File: src/common/uarch_pkg.sv
`default_nettype none

package uarch_pkg;

	// machine word and word-granular address
	typedef logic [31:0] word;
	typedef logic [29:0] ptr;

	// one access on the memory bus or the data port
	typedef struct packed {
		ptr   addr;
		logic write;
		word  data;
	} mem_req_t;

	// prefetch queue holds 2**PREFETCH_ORDER words
	localparam int unsigned PREFETCH_ORDER = 2;
	localparam int unsigned PREFETCH_DEPTH = 1 << PREFETCH_ORDER;

	// first fetch after reset
	localparam ptr RESET_VECTOR = 30'd0;

	// queue pointers and occupancy, one bit wider than the index
	typedef logic [PREFETCH_ORDER:0] qcount;

	// instruction and the pc it came from
	typedef struct packed {
		word insn;
		ptr  pc;
	} fetch_entry_t;

endpackage

`default_nettype wire

File: src/core/core_fetch.sv
`timescale 1ns/1ps
`default_nettype none

module core_fetch
(
	input  logic           clk,
	input  logic           rst_n,

	input  logic           stall,
	input  logic           branch,
	input  uarch_pkg::ptr  branch_target,

	output logic           fetch,
	output uarch_pkg::ptr  addr,
	input  logic           fetched,
	input  uarch_pkg::word fetch_data,

	output logic           insn_valid,
	output uarch_pkg::word insn,
	output uarch_pkg::ptr  insn_pc
);

	import uarch_pkg::*;

	fetch_entry_t queue[PREFETCH_DEPTH];

	// extra msb tells full from empty
	qcount rd_ptr;
	qcount wr_ptr;

	// queued entries plus the fetch in flight, unless it is stale
	qcount count;

	ptr pc_next;
	logic busy;
	logic discard;

	logic consume;
	logic issue;
	logic store;
	logic room;

	fetch_entry_t head;

	assign head = queue[rd_ptr[PREFETCH_ORDER-1:0]];

	assign insn_valid = rd_ptr != wr_ptr;
	assign insn = head.insn;
	assign insn_pc = head.pc;

	assign consume = insn_valid && !stall;

	// a slot must be free before the word is even requested
	assign room = count != qcount'(PREFETCH_DEPTH);

	// a new fetch may go out on the ready of the last one
	assign issue = !branch && (!busy || fetched) && room;

	// replies that belong to a flushed stream never reach the queue
	assign store = fetched && !discard && !branch;

	always_ff @(posedge clk or negedge rst_n) begin
		if (!rst_n) begin
			rd_ptr <= '0;
			wr_ptr <= '0;
			count <= '0;
			pc_next <= RESET_VECTOR;
			busy <= 1'b0;
			discard <= 1'b0;
			fetch <= 1'b0;
		end else begin
			fetch <= issue;

			if (branch) begin
				rd_ptr <= '0;
				wr_ptr <= '0;
				count <= '0;
				pc_next <= branch_target;

				// a reply still on its way is waited for and dropped
				busy <= busy && !fetched;
				discard <= busy && !fetched;
			end else begin
				if (store)
					wr_ptr <= wr_ptr + 1'b1;

				if (consume)
					rd_ptr <= rd_ptr + 1'b1;

				if (fetched)
					discard <= 1'b0;

				if (issue)
					pc_next <= pc_next + 1'b1;

				count <= count + qcount'(issue) - qcount'(consume);
				busy <= issue || (busy && !fetched);
			end
		end
	end

	// address stays put for the whole transaction
	always_ff @(posedge clk) begin
		if (issue)
			addr <= pc_next;
	end

	always_ff @(posedge clk) begin
		if (store) begin
			queue[wr_ptr[PREFETCH_ORDER-1:0]] <= '{
				insn: fetch_data,
				pc:   addr
			};
		end
	end

endmodule

`default_nettype wire

File: src/core/core_mmu.sv
`timescale 1ns/1ps
`default_nettype none

module core_mmu
(
	input  logic                clk,
	input  logic                rst_n,

	input  logic                insn_start,
	input  uarch_pkg::ptr       insn_addr,
	output logic                insn_ready,
	output uarch_pkg::word      insn_data_rd,

	input  logic                data_start,
	input  uarch_pkg::mem_req_t data_req,
	output logic                data_ready,
	output uarch_pkg::word      data_rd,

	output logic                bus_start,
	output uarch_pkg::mem_req_t bus_req,
	input  logic                bus_ready,
	input  uarch_pkg::word      bus_rd
);

	import uarch_pkg::*;

	typedef enum logic [1:0] {
		OWNER_NONE,
		OWNER_INSN,
		OWNER_DATA
	} owner_t;

	// port whose transaction is on the bus
	owner_t owner;
	owner_t next_owner;

	// requests that could not go out yet
	logic insn_hold;
	logic data_hold;
	ptr insn_addr_hold;
	mem_req_t data_req_hold;

	logic bus_free;
	logic want_insn;
	logic want_data;
	logic grant;

	mem_req_t insn_req;
	mem_req_t data_next;
	mem_req_t grant_req;

	assign bus_free = owner == OWNER_NONE || bus_ready;

	assign want_data = data_hold || data_start;
	assign want_insn = insn_hold || insn_start;

	assign data_next = data_hold ? data_req_hold : data_req;

	// instruction fetches are plain reads
	always_comb begin
		insn_req = '0;
		insn_req.addr = insn_hold ? insn_addr_hold : insn_addr;
		insn_req.write = 1'b0;
	end

	// data first, fetch only when data has nothing
	always_comb begin
		next_owner = OWNER_NONE;
		grant_req = insn_req;

		if (want_data) begin
			next_owner = OWNER_DATA;
			grant_req = data_next;
		end else if (want_insn) begin
			next_owner = OWNER_INSN;
		end
	end

	assign grant = bus_free && next_owner != OWNER_NONE;

	always_ff @(posedge clk or negedge rst_n) begin
		if (!rst_n) begin
			owner <= OWNER_NONE;
			bus_start <= 1'b0;
			insn_hold <= 1'b0;
			data_hold <= 1'b0;
		end else begin
			bus_start <= grant;

			if (bus_free)
				owner <= next_owner;

			// losing port keeps its request for the next free slot
			if (bus_free && next_owner == OWNER_DATA)
				data_hold <= 1'b0;
			else if (data_start)
				data_hold <= 1'b1;

			if (bus_free && next_owner == OWNER_INSN)
				insn_hold <= 1'b0;
			else if (insn_start)
				insn_hold <= 1'b1;
		end
	end

	always_ff @(posedge clk) begin
		if (data_start)
			data_req_hold <= data_req;

		if (insn_start)
			insn_addr_hold <= insn_addr;

		if (grant)
			bus_req <= grant_req;
	end

	// completion goes back to whoever owns the transaction
	assign insn_ready = bus_ready && owner == OWNER_INSN;
	assign data_ready = bus_ready && owner == OWNER_DATA;

	assign insn_data_rd = bus_rd;
	assign data_rd = bus_rd;

endmodule

`default_nettype wire

File: src/rtl/core_memsys.sv
`timescale 1ns/1ps
`default_nettype none

module core_memsys
(
	input  logic                clk,
	input  logic                rst_n,

	// instruction stream towards decode
	input  logic                stall,
	input  logic                branch,
	input  uarch_pkg::ptr       branch_target,
	output logic                insn_valid,
	output uarch_pkg::word      insn,
	output uarch_pkg::ptr       insn_pc,

	// load/store port of the execute stage
	input  logic                data_start,
	input  uarch_pkg::mem_req_t data_req,
	output logic                data_ready,
	output uarch_pkg::word      data_rd,

	// external memory bus
	output logic                bus_start,
	output uarch_pkg::mem_req_t bus_req,
	input  logic                bus_ready,
	input  uarch_pkg::word      bus_rd
);

	import uarch_pkg::*;

	ptr fetch_addr;
	word fetch_data;
	logic fetch_start;
	logic fetch_ready;

	core_fetch fetch
	(
		.clk(clk),
		.rst_n(rst_n),
		.stall(stall),
		.branch(branch),
		.branch_target(branch_target),
		.fetch(fetch_start),
		.addr(fetch_addr),
		.fetched(fetch_ready),
		.fetch_data(fetch_data),
		.insn_valid(insn_valid),
		.insn(insn),
		.insn_pc(insn_pc)
	);

	core_mmu mmu
	(
		.clk(clk),
		.rst_n(rst_n),
		.insn_start(fetch_start),
		.insn_addr(fetch_addr),
		.insn_ready(fetch_ready),
		.insn_data_rd(fetch_data),
		.data_start(data_start),
		.data_req(data_req),
		.data_ready(data_ready),
		.data_rd(data_rd),
		.bus_start(bus_start),
		.bus_req(bus_req),
		.bus_ready(bus_ready),
		.bus_rd(bus_rd)
	);

endmodule

`default_nettype wire

File: config.mk
export PLATFORM = sky130hd
export DESIGN_NAME = core_memsys
export DESIGN_NICKNAME = d
export VERILOG_FILES = /design/src/common/uarch_pkg.sv /design/src/core/core_fetch.sv /design/src/core/core_mmu.sv /design/src/rtl/core_memsys.sv
export SDC_FILE = /design/constraint.sdc
export NUM_CORES = 1
export LEC_CHECK = 0
export ABC_CLOCK_PERIOD_IN_PS = 18810
export BUFFER_PORTS_ARGS = -buffer_cell sky130_fd_sc_hd__buf_4
export CAP_MARGIN = 20
export CORE_UTILIZATION = 58
export DETAILED_ROUTE_END_ITERATION = 10
export GPL_ROUTABILITY_DRIVEN = 0
export HOLD_SLACK_MARGIN = 0.02
export PLACE_DENSITY = 0.89
export SYNTH_ARGS = -nofsm -noshare
export SYNTH_HDL_FRONTEND = slang
export SYNTH_SLANG_ARGS = --single-unit
File: constraint.sdc
create_clock -name clk -period 18.81 [get_ports clk]
set_clock_uncertainty 0.2 [all_clocks]
set_input_delay 0.9405 -clock clk [delete_from_list [all_inputs] [get_ports clk]]
set_output_delay 0.9405 -clock clk [all_outputs]
set_load 0.05 [all_outputs]
=== Word-level counts from Yosys, hierarchy flattened ===
Memory sizes are Yosys's and may differ from the RTL's.
Index checks and enable logic that the tools add are counted.

* Bits in registers: 233
* Output and inout bits: 160
* Memories: 1
* RAM bits: 248
* Logic and storage cells: 81

* Reduce and logical (&&, ||, !) cells: 29
* Equality and inequality tests: 6
* Add/subtract/negate cells: 5
* Multiplexer cells: 21

{| class="wikitable"
|+ Memories
! memory !! words !! bits a word !! read ports !! clocked after Yosys merged registers in !! wr ports !! line !! RTL
|-
| fetch.queue || 4 || 62 || 1 || 0 || 1 || core_fetch.sv:25 || <nowiki>fetch_entry_t queue[PREFETCH_DEPTH];</nowiki>
|}

{| class="wikitable"
|+ Operators with widths
! operator !! count
|-
| $mux W63 || 2
|-
| $mux W30 || 3
|-
| $add A30 B1 Y30 const B || 1
|-
| $mux W3 || 5
|-
| $reduce_bool A2 Y1 || 7
|-
| $logic_and A1 B1 Y1 || 11
|-
| $mux W1 || 10
|-
| $add A3 B1 Y3 const B || 2
|-
| $logic_not A1 Y1 || 5
|-
| $logic_or A1 B1 Y1 || 5
|-
| $eq A2 B1 Y1 const B || 2
|-
| $eq A2 B2 Y1 const B || 2
|-
| $add A3 B1 Y3 || 1
|-
| $ne A3 B3 Y1 || 1
|-
| $ne A3 B3 Y1 const B || 1
|-
| $sub A3 B1 Y3 || 1
|-
| $logic_not A2 Y1 || 1
|-
| $mux W2 || 1
|}

=== Longest topological paths before layout ===
Gate-level depths: netlist (run 1).

* Depth after elaboration: 8
* Gate-level depth with buffers: 10
* Depth with buffers taken out: 9

=== Modules after synthesis ===
From an unflattened synthesis (run 1), not the netlist that was laid out.

* Cells, all modules: 1099
* Area, all modules: 19562.5 um2

{| class="wikitable"
|+ Modules (own cells, without submodules)
! module !! times used !! seq. area each (um2) !! cells each !! area each (um2)
|-
| core_fetch || 1 || 9399.0 || 613 || 12340.6
|-
| core_mmu || 1 || 4809.6 || 486 || 7221.9
|}

=== Least setup slack after synthesis (run 1) ===
No wires, ideal clock.

* Kind: input port to flip-flop
* From: input port data_start
* To: register mmu.bus_start
* Buffers on the path: 2
* Stages: 4
* Library setup time: 0.611 ns
* Setup slack: 11.825 ns
* Data arrival time: 6.174 ns
* Cells stage by stage: clkbuf_1 clkbuf_1 nor2_1 a21boi_0

* Longest elaborated chain between the ends: 4

{| class="wikitable"
|+ RTL lines
! item !! line !! RTL
|-
| from (decl) || core_memsys.sv:18 || <nowiki>input logic data_start,</nowiki>
|-
| $logic_or A1 B1 Y1 || core_mmu.sv:54 || <nowiki>assign want_data = data_hold || data_start;</nowiki>
|-
| $mux W2 || core_mmu.sv:71 || <nowiki>if (want_data) begin</nowiki>
|-
| $reduce_bool A2 Y1 || core_mmu.sv:79 || <nowiki>assign grant = bus_free && next_owner != OWNER_NONE;</nowiki>
|-
| $logic_and A1 B1 Y1 || core_mmu.sv:79 ||
|-
| via mmu.grant || core_mmu.sv:46 || <nowiki>logic grant;</nowiki>
|-
| to (signal assigned) || core_mmu.sv:88 || <nowiki>bus_start <= grant;</nowiki>
|-
| to (decl) || core_mmu.sv:19 || <nowiki>output logic bus_start,</nowiki>
|}

The timed path passes the listed nets, and every way through them passes these cells.
A chain may end at the register's enable or synchronous reset.

=== Final worst setup path (run 1) ===
* From: register fetch.rd_ptr[0]
* To: output port insn[10]

* Longest elaborated chain between the ends: 1

{| class="wikitable"
|+ RTL lines
! item !! line !! RTL
|-
| from (decl) || core_fetch.sv:28 || <nowiki>qcount rd_ptr;</nowiki>
|-
| from (signal assigned) || core_fetch.sv:88 || <nowiki>rd_ptr <= rd_ptr + 1'b1;</nowiki>
|-
| $mem_v2 Z4 W62 || -- ||
|-
| to (decl) || core_memsys.sv:14 || <nowiki>output uarch_pkg::word insn,</nowiki>
|}

No other way between the ends.

==> impl_metrics.py, run 1 <==
metrics = {
    "critical_path": {
        "critPathSlowestCell": "sky130_fd_sc_hd__buf_4",
        "critical_path.n_buffers_inverters": 2,
        "critPathArrivalTime_ps": 2950,
        "critical_path.reg2reg.startpoint": "mmu.owner[1]$_DFFE_PN0P_",
        "timing.critical_path.fanout_max": 43,
        "setup.worst_path.start_class": "flop",
        "cp_cell_sequence": "buf_4 -> mux4_2 -> buf_4",
        "worstSetupPathType": "reg -> out",
        "r2r_setup_slack_ps": 15700,
        "ff2ff_path_depth": 4,
        "critPathCaptureType": "output port",
        "regToRegEndpoint": "fetch.queue[1][60]$_DFFE_PP_",
        "cpPeakStageDelay_ps": 750,
        "worst-endpoint-required_ps": 17670,
        "critical-path-top-delay-family": "buffers and inverters",
        "crit_top_cell": "sky130_fd_sc_hd__buf_4",
    },
    "yosys": {
        "avgSynthCellArea_um2": 17.2,
        "flip_flop_and_latch_count_after_synthesis": 481,
        "synth-adder-area-share_pct": 0.641,
        "synth-compound-area-share_pct": 4.06,
        "synth-warning-count": 0,
        "synth_edf_count": 434,
        "synth_nets": 1231,
        "dominant_combinational_cell_family_by_area_after_synthesis": "multiplexers",
        "synth-simple-area-share_pct": 6.06,
        "synth_seq_area_share_pct": 75.8,
        "synthDistinctLibCells": 54,
        "async_flop_share_pct": 9.77,
        "xor_xnor_share_of_the_synthesized_area_pct": 1.54,
        "synthCells": 1091,
        "yosys-mux-area-fraction_pct": 9.39,
        "netlist_area_before_placement_mm2": 0.0187,
        "yosys_most_used_dff": "sky130_fd_sc_hd__edfxtp_1",
    },
    "clocking": {
        "clkSlewWorstSetupHoldPaths_ps": 60,
        "clock_tree.htree_level_count": 2,
        "cts_tree": "yes",
        "cts_setup_buffers": 0,
        "insertion_delay_ps": 560,
        "clockBufferDepth": 3,
        "tritoncts_num_sinks": 481,
        "root_buffer": "sky130_fd_sc_hd__clkbuf_16",
        "cts_buffers": 46,
        "hold_bufs_at_cts": 0,
        "cts_resized": 0,
    },
    "layout": {
        "post-route-util_pct": 71.6,
        "most_frequent_standard_cell_in_the_layout_excluding_fill_and_tap_cells": "sky130_fd_sc_hd__edfxtp_1",
        "finalNetCount": 1497,
        "most-common-layout-cells": "434 x sky130_fd_sc_hd__edfxtp_1, 300 x sky130_fd_sc_hd__buf_4, 122 x sky130_fd_sc_hd__nand2_1",
        "instances_no_fill": 1798,
        "fraction_of_layout_instances_using_a_drive_strength_above_1_pct": 32.2,
        "areaGrowthSynthToFinish_pct": 20.8,
    },
    "sta": {
        "period_needed_ps": 4090,
        "hold_fails_final_rpt": 0,
        "holdWs_ps": 202,
        "setup-tns-final_ps": 0,
        "maxClockFrequency_ghz": 0.245,
        "maxSlewViolCount": 0,
        "timing_worst_slew_pin_value_ps": 983,
        "setup-violations-final": 0,
        "timing.max_slew.rel_slack_pct": 34.5,
        "crit_share_post_route_pct": 21.7,
        "unrepaired_setup_endpoints_after_global_routing": "false",
    },
    "route": {
        "drtIter0Drc": 1106,
        "postRouteWirelength_um": 42000,
        "drcViolationCount": 0,
        "firstDrtPassIters": 5,
        "route.antenna.remaining_nets": 0,
        "avgViaCountPerCell": 5.96,
        "dr_total_vias": 10700,
        "wl_per_cell_um": 23.4,
    },
    "grt": {
        "global_route.usage.total_pct": 25.4,
        "grt_pass1_wl_um": 62600,
        "grt_overflow": 0,
        "grt_max_degree": 98,
        "grt_pass1_vias": 10700,
        "grt_antenna_before_repair": 1,
    },
    "floorplan": {
        "floorplan.initialDensity_pct": 59.3,
        "chipHeight_um": 182,
        "die_width_um": 182,
        "core_region_area_mm2": 0.0316,
        "fp-row-count": 65,
        "design.die.area_mm2": 0.0330,
        "ioPinCount": 291,
    },
    "place": {
        "placedCellCount": 1711,
        "post_detailed_placement_half_perimeter_wirelength_um": 25800,
        "placement.io_buffers": 290,
    },
    "flow_run": {
        "cap_viol_max_count": 0,
    },
    "pwr": {
        "power.ir.vdd_worst_mv": 0.0816,
        "power.static_leakage_nw": 7.99,
        "power.total_mw": 2.36,
        "power_per_cell_area_mw_per_mm2": 104,
    },
    "run_status": {
        "status": "complete, no violations",
    },
    "min_path": {
        "holdCritPathClass": "in -> async",
    },
}
==> synth_stat cells (all sizes together) (2+ instances only) <==
library cell,number,share of area [%]
a22o,6,0.28
o21bai,2,0.080
nand3b,5,0.20
nand4,13,0.43
a31oi,2,0.067
and4,2,0.093
xor2,16,0.75
dfrtp,47,6.3
o211ai,3,0.12
o21ai,83,2.2
a21oi,33,0.88
nor2b,5,0.17
clkbuf,34,0.68
mux2,3,0.18
xnor2,17,0.79
buf,48,1.7
nor3,4,0.11
and2,5,0.17
mux4,62,7.4
nor2,50,1.0
and3b,2,0.093
nor4,7,0.38
or4,2,0.10
mux2i,33,1.8
a211oi,2,0.080
nand2,122,2.4
inv,8,0.16
and3,4,0.13
edfxtp,434,70
nand3,14,0.43
ha,8,0.53
==> through the flow <==
step                      setup slack [ps]  area [µm²]
after floorplan                      11820       18700
after global placement               15290       21100
after detailed placement             15240       21100
after CTS                            14610       22600
after global routing                 14520       22600
final                                14720       22600
==> registers in the layout, indices dropped and copies added, names as in the netlist, 3 cells and up <==
| signal | flops |
|---|---|
| fetch.queue | 248 |
| mmu.bus_req | 63 |
| mmu.data_req_hold | 63 |
| fetch.addr | 30 |
| fetch.pc_next | 30 |
| mmu.insn_addr_hold | 30 |
| fetch.count | 3 |
| fetch.rd_ptr | 3 |
| fetch.wr_ptr | 3 |
==> how the worst max path moves through the flow <==
stage                                 from                      endpoint  slack, ps  cells after the start
6_report       fetch.rd_ptr[0]$_DFFE_PN0P_                      insn[10]      14720                      3
5_1_grt        fetch.rd_ptr[0]$_DFFE_PN0P_                       insn[7]      14520                      3
3_5_place_dp                        branch  fetch.queue[1][54]$_DFFE_PP_      15240                      4
3_3_place_gp   fetch.rd_ptr[0]$_DFFE_PN0P_                      insn[30]      15290                      3
4_1_cts        fetch.rd_ptr[0]$_DFFE_PN0P_                      insn[10]      14610                      3
2_1_floorplan                   data_start       mmu.bus_start$_DFF_PN0_      11820                      4
==> layout make-up <==
class                      instances  area, µm²
fill                            1772       8990
inverter                           8       30.0
antenna                            1       2.50
sequential                       481      14200
clock buffer                      60       1220
clock inverter                    26        328
tap                              402        503
timing repair buffer             300       2250
multi-input combinational        520       4090
==> logic make-up (layout without fill, tap and decap cells) <==
group | Yosys count | after routing
adders and majority gates | 9 | 9
DFF | 481 | 481
and+or+nand+nor | 242 | 242
buffers and inverters | 90 | 394
other | 0 | 1
AOI/OAI and AO/OA | 138 | 138
muxes | 98 | 98
xor gates and xnor gates | 33 | 33
==> report_power, final <==
group	leakage, nW	switching, mW	internal (mW)	total [mW]
combinational	2.65	0.132	0.0593	0.191
sequential	4.58	0.0223	1.20	1.23
clock	0.755	0.385	0.558	0.944
total	7.99	0.539	1.82	2.36
==> per-layer routing <==
layer  vias up  part of all wire [%]  track usage, %  routed length [µm]
li1       4698                     -               -                   -
met1      5372                    37            32.1               15700
met2       562                    51            43.7               21500
met3        78                   8.4            5.44                3540
met4         0                   3.0            9.32                1270
met5         -                     0               0                   0
No activity file was read; power rests on OpenSTA's default activity.
==> run 2, diff against run 1 <==
--- a/config.mk
+++ b/config.mk
@@ -5,14 +5,15 @@
 export SDC_FILE = /design/constraint.sdc
 export NUM_CORES = 1
 export LEC_CHECK = 0
-export ABC_CLOCK_PERIOD_IN_PS = 18810
+export ABC_AREA = 1
+export ABC_CLOCK_PERIOD_IN_PS = 3800
 export BUFFER_PORTS_ARGS = -buffer_cell sky130_fd_sc_hd__buf_4
 export CAP_MARGIN = 20
-export CORE_UTILIZATION = 58
+export CORE_UTILIZATION = 57
 export DETAILED_ROUTE_END_ITERATION = 10
 export GPL_ROUTABILITY_DRIVEN = 0
 export HOLD_SLACK_MARGIN = 0.02
-export PLACE_DENSITY = 0.89
+export PLACE_DENSITY = 0.88
 export SYNTH_ARGS = -nofsm -noshare
 export SYNTH_HDL_FRONTEND = slang
 export SYNTH_SLANG_ARGS = --single-unit
==> constraint.sdc (replaced) <==
create_clock -name clk -period 3.8 [get_ports clk]
set_clock_uncertainty 0.2 [all_clocks]
set_input_delay 0.19 -clock clk [delete_from_list [all_inputs] [get_ports clk]]
set_output_delay 0.19 -clock clk [all_outputs]
set_load 0.05 [all_outputs]
==> impl_metrics.py, run 2 <==
metrics = {
    "run_status": {
        "status": "complete, no violations",
    },
    "pwr": {
        "power.total_mw": 15.0,
        "power.ir.vdd_worst_mv": 0.546,
        "clkPwrFrac_pct": 29.7,
        "seq_power_share_pct": 47.3,
        "power.static_leakage_nw": 9.33,
        "switching_share_pct": 32.7,
        "pwr-share-comb_pct": 23.0,
        "power.internal_mw": 10.1,
        "switching_pwr_mw": 4.89,
        "power_per_cell_area_mw_per_mm2": 607,
    },
    "yosys": {
        "synth_nets": 1698,
        "netlist_area_before_placement_mm2": 0.0193,
        "netlist_top_cells_area": "sky130_fd_sc_hd__edfxtp_1 67%, sky130_fd_sc_hd__dfrtp_1 6.1%, sky130_fd_sc_hd__nor2_1 4.6%",
        "avgSynthCellArea_um2": 12.4,
        "synthCells": 1558,
        "netlist_top_cells_count": "434 x sky130_fd_sc_hd__edfxtp_1, 238 x sky130_fd_sc_hd__nor2_1, 232 x sky130_fd_sc_hd__nand2_1",
        "synthDistinctLibCells": 39,
        "synth-warning-count": 0,
        "synth_seq_area_share_pct": 73.5,
        "yosys_most_used_dff": "sky130_fd_sc_hd__edfxtp_1",
        "synth_edf_count": 434,
        "synth_top_cell_area_share_pct": 67.4,
        "async_flop_share_pct": 9.77,
        "post-synth-top-area-cell": "sky130_fd_sc_hd__edfxtp_1",
        "flip_flop_and_latch_count_after_synthesis": 481,
        "yosysMostFrequentCell": "sky130_fd_sc_hd__edfxtp_1",
    },
    "clocking": {
        "cts_setup_buffers": 0,
        "root_buffer": "sky130_fd_sc_hd__clkbuf_16",
        "tritoncts_num_sinks": 481,
        "clkSlewWorstSetupHoldPaths_ps": 70,
        "clockBufferDepth": 3,
        "clock_tree.htree_level_count": 2,
        "insertion_delay_ps": 570,
        "cts_tree": "yes",
        "cts_buffers": 47,
    },
    "floorplan": {
        "die_width_um": 186,
        "design.die.area_mm2": 0.0347,
        "floorplan.initialDensity_pct": 57.8,
        "ioPinCount": 291,
        "chipHeight_um": 186,
        "core_region_area_mm2": 0.0334,
        "fp-row-count": 67,
    },
    "grt": {
        "grt_pass1_vias": 13700,
        "grt_antenna_before_repair": 0,
        "grt_overflow": 0,
        "global_route.usage.total_pct": 28.6,
        "grt_max_degree": 97,
        "grt_pass1_wl_um": 74600,
    },
    "sta": {
        "holdWs_ps": 133,
        "hold_fails_final_rpt": 0,
        "setup-violations-final": 0,
        "period_needed_ps": 3180,
        "maxClockFrequency_ghz": 0.314,
        "timing.max_slew.rel_slack_pct": 27.0,
        "crit_share_post_route_pct": 83.8,
        "unrepaired_setup_endpoints_after_global_routing": "false",
        "timing_worst_slew_pin_value_ps": 1090,
        "setup-tns-final_ps": 0,
        "maxSlewViolCount": 0,
    },
    "layout": {
        "stdcell_area_mm2": 0.0246,
        "antenna_diode_instance_count": 0,
        "most_frequent_standard_cell_in_the_layout_excluding_fill_and_tap_cells": "sky130_fd_sc_hd__edfxtp_1",
        "largest_register_ffs": 248,
        "fraction_of_layout_instances_using_a_drive_strength_above_1_pct": 20.7,
        "post-route-util_pct": 73.6,
        "most-common-layout-cells": "434 x sky130_fd_sc_hd__edfxtp_1, 308 x sky130_fd_sc_hd__buf_4, 234 x sky130_fd_sc_hd__nor2_1",
        "finalNetCount": 2089,
        "areaGrowthSynthToFinish_pct": 27.4,
    },
    "route": {
        "avgViaCountPerCell": 5.80,
        "firstDrtPassIters": 6,
        "drtIter0Drc": 1554,
        "wl_per_cell_um": 20.9,
        "postRouteWirelength_um": 50800,
        "drcViolationCount": 0,
        "route.antenna.remaining_nets": 0,
        "dr_total_vias": 14100,
    },
    "min_path": {
        "startpoint_of_the_tightest_hold_check_path": "data_req[41]",
        "holdCritPathClass": "in -> reg",
        "min_delay_worst_endpoint": "mmu.data_req_hold[41]$_DFFE_PP_",
        "worstHoldPathCells": 2,
    },
    "critical_path": {
        "worstSetupPathType": "reg -> out",
        "ff2ff_path_depth": 8,
        "timing.critical_path.fanout_max": 66,
        "setup.worst_path.start_class": "flop",
        "critical_path.reg2reg.startpoint": "mmu.owner[0]$_DFFE_PN0P_",
        "worst-endpoint-required_ps": 3410,
        "r2r_setup_slack_ps": 730,
        "regToRegEndpoint": "fetch.pc_next[9]$_DFFE_PN0P_",
        "worst_setup_path_startpoint": "fetch.rd_ptr[0]$_DFFE_PN0P_",
        "critPathCaptureType": "output port",
        "critPathArrivalTime_ps": 2790,
    },
    "place": {
        "post_detailed_placement_half_perimeter_wirelength_um": 28300,
        "placement.io_buffers": 290,
        "placement.cell_area_mm2": 0.0217,
    },
    "flow_run": {
        "cap_viol_max_count": 0,
    },
}
[run 2: changes by cell type after synthesis, moves of 62 or more]
| cell | before | now |
|---|---|---|
| sky130_fd_sc_hd__o21ai_0 | 63 | 173 |
| sky130_fd_sc_hd__nand2_1 | 122 | 232 |
| sky130_fd_sc_hd__nor2_1 | 50 | 238 |
| sky130_fd_sc_hd__o22ai_1 | 1 | 68 |
| sky130_fd_sc_hd__mux4_2 | 62 | 0 |
| sky130_fd_sc_hd__nand3_1 | 12 | 102 |
[run 2: how the worst max path moves through the flow]
stage,to,slack (ps),cells past startpoint
after floorplan,fetch.queue[0][0]$_DFFE_PP_,-310,5
after global placement,fetch.count[2]$_DFF_PN0_,1230,11
after detailed placement,fetch.count[2]$_DFF_PN0_,1130,11
after CTS,insn[14],590,5
after global routing,insn[3],410,5
final,insn[3],620,5
[run 2: power groups by stage]
| stage | Clock, mW | Sequential, mW | Combinational (mW) |
|---|---|---|---|
| 2_1_floorplan | 0 | 7.81 | 1.41 |
| 3_3_place_gp | 0 | 7.09 | 3.15 |
| 3_5_place_dp | 0 | 7.13 | 3.22 |
| 4_1_cts | 4.43 | 7.03 | 3.37 |
| 5_1_grt | 4.67 | 7.13 | 3.65 |
| 6_report | 4.45 | 7.07 | 3.44 |
[run 2: kinds of logic after synthesis]
kind of cell,count (synthesis),synth area share (%)
AOI/OAI and AO/OA,296,8.62
adders and majority gates,9,0.621
buffers and inverters,166,4.13
xor gates and xnor gates,8,0.362
and+or+nand+nor,598,12.8
DFF,481,73.5
[run 2: layer usage]
layer	track usage [%]	routed length, µm	up-vias
li1	-	-	6323
met1	36.4	18600	6735
met2	47.7	24900	904
met3	5.78	5200	141
met4	13.3	2050	0
met5	0	0	-
[run 2: cell type report]
cell class	count	area, µm²
Clock buffer	66	1300
Clock inverter	18	156
Fill cell	1932	8820
Inverter	51	195
Multi-Input combinational cell	911	4360
Sequential cell	481	14200
Tap cell	448	561
Timing Repair Buffer	457	3840
[run 2: through the flow]
| stage | setup slack [ps] | cells |
|---|---|---|
| floorplan | -312 | 1558 |
| global placement | 1230 | 2203 |
| detailed placement | 1130 | 2203 |
| CTS | 593 | 2432 |
| global route | 414 | 2432 |
| finish | 617 | 2432 |
[run 2: timing repair]
item,4_1_cts,5_1_grt
endpoints found under the hold margin,360,0
hold buffers,145,0
gates resized for setup,0,0
[run 2: critical path, cell delays in order, from the launching register on]
cell,delay [ps]
sky130_fd_sc_hd__dfrtp_4,440
sky130_fd_sc_hd__clkinv_2,650
sky130_fd_sc_hd__buf_4,540
sky130_fd_sc_hd__o21ai_0,260
sky130_fd_sc_hd__o22ai_1,100
sky130_fd_sc_hd__buf_4,200
